File: src/source/fpu_pkg.sv
`default_nettype none

package fpu_pkg;

   ////////////////////////////////////////////////////////////////////////////
   // Field types
   ////////////////////////////////////////////////////////////////////////////

   typedef logic [31:0]       float_t;  // Sign, biased exp [30:23], fraction [22:0]
   typedef logic signed [9:0] exp_t;    // Unbiased, headroom for sums and products
   typedef logic [23:0]       mant_t;   // Hidden bit at [23]

   ////////////////////////////////////////////////////////////////////////////
   // Operation and rounding codes
   ////////////////////////////////////////////////////////////////////////////

   // Any other op code is invalid
   typedef enum logic [3:0] {
      FP_ADD = 4'h0,
      FP_SUB = 4'h1,
      FP_MUL = 4'h2
   } fp_op_e;

   typedef enum logic [1:0] {
      RND_NE = 2'b00,   // Nearest, ties to even
      RND_TZ = 2'b01,   // Toward zero
      RND_UP = 2'b10,   // Toward +inf
      RND_DN = 2'b11    // Toward -inf
   } rnd_mode_e;

   ////////////////////////////////////////////////////////////////////////////
   // Internal bundles
   ////////////////////////////////////////////////////////////////////////////

   // Decoded operand
   typedef struct packed {
      logic  sign;
      exp_t  exp;       // -126 for zero and flushed subnormals
      mant_t mant;      // Zero for zero operands
      logic  is_zero;
      logic  is_inf;
      logic  is_nan;
   } unpacked_t;

   typedef struct packed {
      logic of;     // Overflow
      logic uf;     // Underflow, flushed to zero
      logic zero;   // Result is +-0
      logic ix;     // Inexact
      logic iv;     // Invalid
      logic inf;    // Result is +-inf
   } fp_flags_t;

   // Unrounded datapath result going into the normalizer.
   // Mantissa is left aligned: [55] has weight 2^1, [54] weight 2^0 at exp.
   // Only the top 25 + GUARD_BITS bits are live, the lowest of them is sticky.
   typedef struct packed {
      logic        sign;
      exp_t        exp;
      logic [55:0] mant;
   } norm_in_t;

endpackage

`default_nettype wire

File: src/source/fpu_add.sv
`timescale 1ns/1ps
`default_nettype none

module fpu_add #(
   parameter int unsigned GUARD_BITS = 3
) (
   input  fpu_pkg::unpacked_t          a,
   input  fpu_pkg::unpacked_t          b,
   input  fpu_pkg::fp_op_e             op,
   output fpu_pkg::norm_in_t           sum
);

   // Carry bit, 24 bit mantissa, guard bits with sticky at the bottom
   localparam int unsigned W = 25 + GUARD_BITS;

   logic               sign_b;      // Inverted for subtract
   logic               swap;        // b has the larger magnitude
   fpu_pkg::unpacked_t lg;          // Larger operand
   fpu_pkg::unpacked_t sm;          // Smaller operand
   logic               sign_lg;
   logic               sign_sm;
   logic               eff_sub;
   fpu_pkg::exp_t      diff;        // Never negative after swap
   logic [7:0]         shamt;
   logic [W-1:0]       f_lg;
   logic [W-1:0]       f_sm;
   logic [2*W-1:0]     sm_wide;     // Upper half kept, lower half lost
   logic               sticky;
   logic [W-1:0]       f_al;        // Aligned smaller mantissa
   logic [W-1:0]       res;

   ////////////////////////////////////////////////////////////////////////////
   // Magnitude compare and swap
   ////////////////////////////////////////////////////////////////////////////

   assign sign_b  = b.sign ^ (op == fpu_pkg::FP_SUB);
   assign swap    = (b.exp > a.exp) || ((b.exp == a.exp) && (b.mant > a.mant));

   assign lg      = swap ? b : a;
   assign sm      = swap ? a : b;
   assign sign_lg = swap ? sign_b : a.sign;
   assign sign_sm = swap ? a.sign : sign_b;
   assign eff_sub = sign_lg ^ sign_sm;

   ////////////////////////////////////////////////////////////////////////////
   // Alignment
   ////////////////////////////////////////////////////////////////////////////

   assign diff  = lg.exp - sm.exp;
   // Beyond W everything lands in the lost half anyway
   assign shamt = (diff > fpu_pkg::exp_t'(W)) ? 8'(W) : diff[7:0];

   assign f_lg    = {1'b0, lg.mant, {GUARD_BITS{1'b0}}};
   assign f_sm    = {1'b0, sm.mant, {GUARD_BITS{1'b0}}};
   assign sm_wide = {f_sm, {W{1'b0}}} >> shamt;
   assign sticky  = |sm_wide[W-1:0];
   assign f_al    = sm_wide[2*W-1 -: W] | {{(W-1){1'b0}}, sticky};

   ////////////////////////////////////////////////////////////////////////////
   // Mantissa add or subtract
   ////////////////////////////////////////////////////////////////////////////

   // Larger first, so the difference is never negative
   assign res = eff_sub ? (f_lg - f_al) : (f_lg + f_al);

   // Cancellation leaves leading zeros for the normalizer
   always_comb
   begin
      sum               = '0;
      sum.sign          = sign_lg;
      sum.exp           = lg.exp;
      sum.mant[55 -: W] = res;
   end

endmodule

`default_nettype wire

File: src/source/fpu_mult.sv
`timescale 1ns/1ps
`default_nettype none

module fpu_mult #(
   parameter int unsigned GUARD_BITS = 3
) (
   input  fpu_pkg::unpacked_t          a,
   input  fpu_pkg::unpacked_t          b,
   output fpu_pkg::norm_in_t           prod
);

   localparam int unsigned W = 25 + GUARD_BITS;   // Kept product bits

   logic [47:0] p;         // Full product, [47] weight 2^1
   logic [55:0] p_ext;     // Aligned to the norm_in_t mantissa field
   logic [55:0] lo_mask;   // Bits below the kept window
   logic        sticky;

   assign p       = a.mant * b.mant;
   assign p_ext   = {p, 8'h00};
   assign lo_mask = {56{1'b1}} >> W;
   assign sticky  = |(p_ext & lo_mask);   // Everything below the window

   always_comb
   begin
      prod               = '0;
      prod.sign          = a.sign ^ b.sign;
      prod.exp           = a.exp + b.exp;   // Unbiased, no rebias needed
      prod.mant[55 -: W] = p_ext[55 -: W] | {{(W-1){1'b0}}, sticky};
   end

endmodule

`default_nettype wire

File: src/source/fpu_norm.sv
`timescale 1ns/1ps
`default_nettype none

module fpu_norm #(
   parameter int unsigned GUARD_BITS = 3
) (
   input  fpu_pkg::rnd_mode_e          rm,
   input  fpu_pkg::norm_in_t           value,
   output fpu_pkg::float_t             result,
   output fpu_pkg::fp_flags_t          flags
);

   localparam int unsigned W = 25 + GUARD_BITS;

   logic [W-1:0]  m;         // Live window of the input
   logic [5:0]    lz;        // Leading zeros of m
   logic [W-1:0]  mn;        // Hidden bit at [W-1]
   fpu_pkg::exp_t e_n;
   logic          lsb;
   logic          rnd;
   logic          stk;
   logic          inexact;
   logic          inc;       // Rounding increment
   logic [24:0]   mant_r;    // Rounded significand plus carry
   fpu_pkg::exp_t e_r;
   fpu_pkg::exp_t e_b;       // Biased
   logic [22:0]   frac;
   logic          ovf;
   logic          unf;
   logic          to_inf;    // Overflow goes to inf, else max finite

   assign m = value.mant[55 -: W];

   ////////////////////////////////////////////////////////////////////////////
   // Normalization
   ////////////////////////////////////////////////////////////////////////////

   // Highest set bit wins
   always_comb
   begin
      lz = '0;
      for (int i = 0; i < W; i++)
      begin
         if (m[i])
            lz = 6'(W - 1 - i);
      end
   end

   assign mn  = m << lz;
   assign e_n = value.exp + fpu_pkg::exp_t'(1) - fpu_pkg::exp_t'(lz);   // [W-1] was 2^1

   always_comb
   begin
      a_hidden_bit: assert final ((m == '0) || mn[W-1])
         else $error("fpu_norm: hidden bit not set after shift");
   end

   ////////////////////////////////////////////////////////////////////////////
   // Rounding
   ////////////////////////////////////////////////////////////////////////////

   assign lsb     = mn[GUARD_BITS + 1];
   assign rnd     = mn[GUARD_BITS];
   assign stk     = |mn[GUARD_BITS-1:0];
   assign inexact = rnd | stk;

   always_comb
   begin
      case (rm)
         fpu_pkg::RND_NE: inc = rnd & (stk | lsb);   // Ties to even
         fpu_pkg::RND_TZ: inc = 1'b0;
         fpu_pkg::RND_UP: inc = inexact & ~value.sign;
         fpu_pkg::RND_DN: inc = inexact & value.sign;
         default:         inc = 1'b0;
      endcase
   end

   assign mant_r = {1'b0, mn[W-1 -: 24]} + 25'(inc);
   // Carry out means 10.000..0, shift back by one
   assign e_r    = mant_r[24] ? e_n + fpu_pkg::exp_t'(1) : e_n;
   assign frac   = mant_r[24] ? mant_r[23:1] : mant_r[22:0];
   assign e_b    = e_r + fpu_pkg::exp_t'(127);

   ////////////////////////////////////////////////////////////////////////////
   // Range check and packing
   ////////////////////////////////////////////////////////////////////////////

   assign ovf    = e_r > fpu_pkg::exp_t'(127);
   assign unf    = e_r < fpu_pkg::exp_t'(-126);
   assign to_inf = (rm == fpu_pkg::RND_NE) ||
                   ((rm == fpu_pkg::RND_UP) && !value.sign) ||
                   ((rm == fpu_pkg::RND_DN) && value.sign);

   always_comb
   begin
      flags = '0;
      if (m == '0)
      begin
         result     = {rm == fpu_pkg::RND_DN, 31'h0};   // Exact cancellation
         flags.zero = 1'b1;
      end
      else if (ovf)
      begin
         flags.of = 1'b1;
         flags.ix = 1'b1;
         if (to_inf)
         begin
            result    = {value.sign, 8'hFF, 23'h0};
            flags.inf = 1'b1;
         end
         else
            result = {value.sign, 8'hFE, 23'h7F_FFFF};   // Largest finite
      end
      else if (unf)
      begin
         result     = {value.sign, 31'h0};   // Flush, no subnormals
         flags.uf   = 1'b1;
         flags.ix   = 1'b1;
         flags.zero = 1'b1;
      end
      else
      begin
         result   = {value.sign, e_b[7:0], frac};
         flags.ix = inexact;
      end
   end

endmodule

`default_nettype wire

File: src/source/fpu_core.sv
`timescale 1ns/1ps
`default_nettype none

module fpu_core #(
   parameter int unsigned GUARD_BITS = 3
) (
   input  logic                        Clk_CI,
   input  logic                        Rst_RBI,
   input  fpu_pkg::float_t             operand_a,
   input  fpu_pkg::float_t             operand_b,
   input  fpu_pkg::rnd_mode_e          rm,
   input  fpu_pkg::fp_op_e             op,
   input  logic                        enable,
   input  logic                        stall,
   output fpu_pkg::float_t             result,
   output fpu_pkg::fp_flags_t          flags
);

   fpu_pkg::unpacked_t ua;
   fpu_pkg::unpacked_t ub;
   fpu_pkg::norm_in_t  sum;         // Adder output
   fpu_pkg::norm_in_t  prod;        // Multiplier output
   fpu_pkg::norm_in_t  norm_in;
   fpu_pkg::float_t    norm_res;
   fpu_pkg::fp_flags_t norm_flags;
   fpu_pkg::float_t    res_d;
   fpu_pkg::fp_flags_t flags_d;
   logic               op_valid;
   logic               sign_b;      // b sign as seen by the adder
   logic               sign_mul;

   // Field decode, subnormals flushed to zero
   function automatic fpu_pkg::unpacked_t unpack(fpu_pkg::float_t f);
      fpu_pkg::unpacked_t u;
      u.sign    = f[31];
      u.is_zero = (f[30:23] == 8'h00);
      u.is_inf  = (f[30:23] == 8'hFF) && (f[22:0] == '0);
      u.is_nan  = (f[30:23] == 8'hFF) && (f[22:0] != '0);
      u.exp     = u.is_zero ? fpu_pkg::exp_t'(-126)
                            : fpu_pkg::exp_t'(f[30:23]) - fpu_pkg::exp_t'(127);
      u.mant    = u.is_zero ? '0 : {1'b1, f[22:0]};
      return u;
   endfunction

   assign ua       = unpack(operand_a);
   assign ub       = unpack(operand_b);
   assign op_valid = (op == fpu_pkg::FP_ADD) || (op == fpu_pkg::FP_SUB) ||
                     (op == fpu_pkg::FP_MUL);
   assign sign_b   = ub.sign ^ (op == fpu_pkg::FP_SUB);
   assign sign_mul = ua.sign ^ ub.sign;

   ////////////////////////////////////////////////////////////////////////////
   // Datapaths and rounding
   ////////////////////////////////////////////////////////////////////////////

   fpu_add #(.GUARD_BITS(GUARD_BITS)) add_i (.a(ua), .b(ub), .op(op), .sum(sum));

   fpu_mult #(.GUARD_BITS(GUARD_BITS)) mult_i (.a(ua), .b(ub), .prod(prod));

   assign norm_in = (op == fpu_pkg::FP_MUL) ? prod : sum;

   fpu_norm #(.GUARD_BITS(GUARD_BITS)) norm_i (
      .rm     (rm),
      .value  (norm_in),
      .result (norm_res),
      .flags  (norm_flags)
   );

   // Special operands override the rounded result
   always_comb
   begin
      res_d   = norm_res;
      flags_d = norm_flags;
      if (!op_valid)
      begin
         res_d      = '0;            // Unknown op code
         flags_d    = '0;
         flags_d.iv = 1'b1;
      end
      else if (ua.is_nan || ub.is_nan ||
               ((op == fpu_pkg::FP_MUL) && ((ua.is_inf && ub.is_zero) ||
                                            (ua.is_zero && ub.is_inf))) ||
               ((op != fpu_pkg::FP_MUL) && ua.is_inf && ub.is_inf &&
                (ua.sign != sign_b)))
      begin
         res_d      = 32'h7FC0_0000; // Canonical quiet NaN
         flags_d    = '0;
         flags_d.iv = 1'b1;
      end
      else if (ua.is_inf || ub.is_inf)
      begin
         flags_d     = '0;
         flags_d.inf = 1'b1;
         if (op == fpu_pkg::FP_MUL)
            res_d = {sign_mul, 8'hFF, 23'h0};
         else
            res_d = {ua.is_inf ? ua.sign : sign_b, 8'hFF, 23'h0};
      end
      else if ((op == fpu_pkg::FP_MUL) && (ua.is_zero || ub.is_zero))
      begin
         res_d        = {sign_mul, 31'h0};
         flags_d      = '0;
         flags_d.zero = 1'b1;
      end
      else if (ua.is_zero && ub.is_zero)
      begin
         // Like signs keep the sign, unlike give +0 except under DN
         res_d        = {(ua.sign == sign_b) ? ua.sign : (rm == fpu_pkg::RND_DN), 31'h0};
         flags_d      = '0;
         flags_d.zero = 1'b1;
      end
   end

   ////////////////////////////////////////////////////////////////////////////
   // Output register
   ////////////////////////////////////////////////////////////////////////////

   always_ff @(posedge Clk_CI, negedge Rst_RBI)
   begin
      if (~Rst_RBI)
      begin
         result <= '0;
         flags  <= '0;
      end
      else if (enable && !stall)
      begin
         result <= res_d;
         flags  <= flags_d;
      end
   end

   a_zero_inf_excl: assert property (@(posedge Clk_CI) disable iff (!Rst_RBI)
      !(flags.zero && flags.inf))
      else $error("fpu_core: zero and inf flags both set");

   a_iv_result: assert property (@(posedge Clk_CI) disable iff (!Rst_RBI)
      flags.iv |-> ((result == '0) || ((result[30:23] == 8'hFF) && (result[22:0] != '0))))
      else $error("fpu_core: IV with a result that is neither NaN nor 0");

   a_stall_hold: assert property (@(posedge Clk_CI) disable iff (!Rst_RBI)
      stall |=> ($stable(result) && $stable(flags)))
      else $error("fpu_core: output changed across a stalled edge");

endmodule

`default_nettype wire

File: src/source/fpu.sv
`timescale 1ns/1ps
`default_nettype none

module fpu #(
   parameter int unsigned GUARD_BITS = 3   // Guard width, 3 up to 31
) (
   // Clock and reset
   input  logic                        Clk_CI,
   input  logic                        Rst_RBI,

   // Operands and controls
   input  fpu_pkg::float_t             operand_a,
   input  fpu_pkg::float_t             operand_b,
   input  fpu_pkg::rnd_mode_e          rm,
   input  fpu_pkg::fp_op_e             op,
   input  logic                        enable,   // Loads output register
   input  logic                        stall,    // Freezes both stages

   // Registered result
   output fpu_pkg::float_t             result,
   output fpu_pkg::fp_flags_t          flags
);

   // Input stage
   fpu_pkg::float_t    operand_a_q;
   fpu_pkg::float_t    operand_b_q;
   fpu_pkg::rnd_mode_e rm_q;
   fpu_pkg::fp_op_e    op_q;

   ////////////////////////////////////////////////////////////////////////////
   // Input register
   ////////////////////////////////////////////////////////////////////////////

   always_ff @(posedge Clk_CI, negedge Rst_RBI)
   begin
      if (~Rst_RBI)
      begin
         operand_a_q <= '0;
         operand_b_q <= '0;
         rm_q        <= fpu_pkg::RND_NE;
         op_q        <= fpu_pkg::FP_ADD;
      end
      else if (~stall)   // Hold pending operation while stalled
      begin
         operand_a_q <= operand_a;
         operand_b_q <= operand_b;
         rm_q        <= rm;
         op_q        <= op;
      end
   end

   ////////////////////////////////////////////////////////////////////////////
   // Core with output register
   ////////////////////////////////////////////////////////////////////////////

   fpu_core #(
      .GUARD_BITS (GUARD_BITS)
   ) core_i (
      .Clk_CI    (Clk_CI),
      .Rst_RBI   (Rst_RBI),
      .operand_a (operand_a_q),
      .operand_b (operand_b_q),
      .rm        (rm_q),
      .op        (op_q),
      .enable    (enable),      // Raw level, not registered
      .stall     (stall),
      .result    (result),
      .flags     (flags)
   );

endmodule

`default_nettype wire

File: config.mk
export PLATFORM = sky130hd
export DESIGN_NAME = fpu
export DESIGN_NICKNAME = d
export VERILOG_FILES = /design/src/source/fpu_pkg.sv /design/src/source/fpu_add.sv /design/src/source/fpu_mult.sv /design/src/source/fpu_norm.sv /design/src/source/fpu_core.sv /design/src/source/fpu.sv
export SDC_FILE = /design/constraint.sdc
export NUM_CORES = 2
export LEC_CHECK = 0
export BUFFER_PORTS_ARGS = -buffer_cell sky130_fd_sc_hd__buf_4
export CAP_MARGIN = 20
export CORE_AREA = 2 2 220 330
export DETAILED_ROUTE_END_ITERATION = 6
export DIE_AREA = 0 0 222 332
export PLACE_DENSITY_LB_ADDON = 0.2
export SLEW_MARGIN = 20
export SYNTH_ARGS = -nofsm -noshare
export SYNTH_HDL_FRONTEND = slang
export SYNTH_HIERARCHICAL = 1
export SYNTH_SLANG_ARGS = --single-unit
File: constraint.sdc
create_clock -name Clk_CI -period 18.7 [get_ports Clk_CI]
set_clock_uncertainty 0.15 [all_clocks]
set_input_delay 0.935 -clock Clk_CI [delete_from_list [all_inputs] [get_ports Clk_CI]]
set_output_delay 0.935 -clock Clk_CI [all_outputs]
set_load 0.01 [all_outputs]
==> qor.txt <==
Total Wirelength - 140800 µm
Setup TNS Final - 0 ns
Hold Fails Final Rpt - 0
Post-DP HPWL - 108900 µm
gr ovfl total - 0
relative slew slack - 0.2266
share of cells above drive strength 1 - 0.1031
root buffer cell - clkbuf_16
Critical Path Source Type - flip-flop
Finish-stage setup viols - 0
Die ar. - 73700 µm²
remaining antenna violation count - 0
clock-pin slew on the worst setup and hold paths - 0.07 ns
measured slew at the worst slew-check pin - 1.160 ns
r2r startpoint - operand_a_q[23]
worst path bufs/invs - 6
Pre-antenna DRT Iters - 6
Synth-to-Final Area Change - 4.765%
CP endpoint kind - flip-flop
DR vias - 34490
final net count - 5431
metal1 wirelength - 46520 µm
number of port buffers - 111
largest net degree at the start of global routing - 56
CTS Buf Count - 9
Syn Inst Count - 4615
reg2reg end - core_i/result[30]
metal2 WL - 69490 µm
Setup CP Type - reg2reg
WL met3 - 9248 µm
clk_lat worst skew - 0.39 ns
CTS hold repair buffers - 0
Worst R2R Path Depth - 79
Starting Density - 0.5314
Crit. path cell count - 79
status - finished, final reports clean
clk buf depth - 2
RSZ-0062 raised after global routing - false
clock sink count - 108
Die Width - 222 µm
Top Layer Used - met4
synthesized area per cell - 8.177 µm²
clock period minus worst slack - 17.23 ns
family with the most delay on the worst path - compound AO/OA/AOI/OAI gates
Total GRT Usage - 0.3858
reg2reg setup slack - 1.47 ns
Avg WL per Cell - 25.59 µm
Synth Warn # - 6
Starting DRT DRC Count - 2344
CP startpoint - operand_a_q[23]
maxcap violations - 0
Ports - 112
Worst EP required - 18.81 ns
CTS tree - yes
post-synthesis net count - 5464
Critical Path End - core_i/result[30]
Arrival @ worst endpoint - 17.34 ns
Placeable Area - 71020 µm²
row count - 120
first-pass GRT wire length - 215700 µm
most frequent CP cell - a21oi_1
cell area after synthesis - 37740 µm²
worst min path class - reg2reg
Worst path slowest cell - a31oi_2
period utilisation layout - 0.9215
maximum fanout along the worst path - 30
Max Slew Vio Count - 0
htree depth - 3
Die Y - 332 µm
DRC Markers - 0
antenna violations before repair - 3
vias in the first global route - 36600
largest stage delay on the critical path - 0.73 ns
Final GP Congestion - 1.026
highest clock rate - 58.03 MHz
routed vias/inst - 6.265
==> how the worst min path moves through the flow <==
stage / startpoint / to / slack [ns] / cells after the start
after floorplan: operand_a_q[0] / operand_a_q[0] / 0.35 / 1
after global placement: core_i/flags[3] / core_i/flags[3] / 0.34 / 1
after detailed placement: core_i/flags[3] / core_i/flags[3] / 0.34 / 1
after CTS: core_i/flags[3] / core_i/flags[3] / 0.36 / 1
after global routing: core_i/flags[0] / core_i/flags[0] / 0.39 / 1
final: core_i/result[19] / core_i/result[19] / 0.36 / 1
==> cell type report <==
| cell class | count | area [µm²] |
|---|---|---|
| clock inverter | 4 | 33.78 |
| timing repair buffer | 216 | 1622 |
| fill | 6862 | 31480 |
| inverter | 699 | 2633 |
| multi-input combinational | 3548 | 31140 |
| tap | 915 | 1145 |
| antenna | 3 | 7.507 |
| sequential | 108 | 2703 |
| clock buffer | 12 | 246.5 |
==> cell usage in the layout, fill, tap and decap left out, types with 19 or more instances in the layout <==
master	n
nor2b_1	21
ha_1	289
nand3_1	76
dfrtp_1	108
o211ai_1	30
and2_1	369
mux2_4	71
o21bai_1	25
xor2_1	42
fa_1	485
o21ai_0	129
a31oi_1	23
and3_1	26
buf_4	216
a211oi_1	40
inv_1	693
nor2_1	210
o31ai_1	25
nand2_1	616
xnor2_1	91
nor4_1	35
mux2_2	40
a21oi_1	205
nand4_1	39
a21o_1	44
a22oi_1	19
a22o_1	35
nand2b_1	22
nor3_1	69
mux2i_1	73
==> metal layers <==
| metal | global-route usage | vias up |
|---|---|---|
| met4 | 0.3558 | 0 |
| met1 | 0.3875 | 17020 |
| li1 | - | 15250 |
| met5 | 0 | - |
| met2 | 0.6826 | 1595 |
| met3 | 0.06095 | 627 |
==> registers in the layout, summed over array words and instances, names as in the netlist <==
signal and cells:
core_i/flags 6, operand_b_q 32, operand_a_q 32, op_q 4, core_i/result 32, rm_q 2
==> metrics by stage <==
step	hold WS, ns	area (µm²)	util	setup WS, ns	cells
after floorplan	0.3459	37740	-	3.281	4615
after global placement	0.3385	39170	0.5515	1.158	5485
after detailed placement	0.3410	39170	0.5515	1.029	5485
after CTS	0.3642	39450	0.5554	0.9180	5501
after global routing	0.3853	39530	0.5566	0.06744	5503
final	0.3635	39530	0.5567	1.468	5505
==> repair_timing <==
action                                  4_1_cts  5_1_grt
gates resized for setup                       0       19
setup buffers                                 0        1
endpoints found under the setup margin        0       36
Power is not shown: default switching activity piles up to over one toggle a cycle in this logic, so the estimate is an artifact.
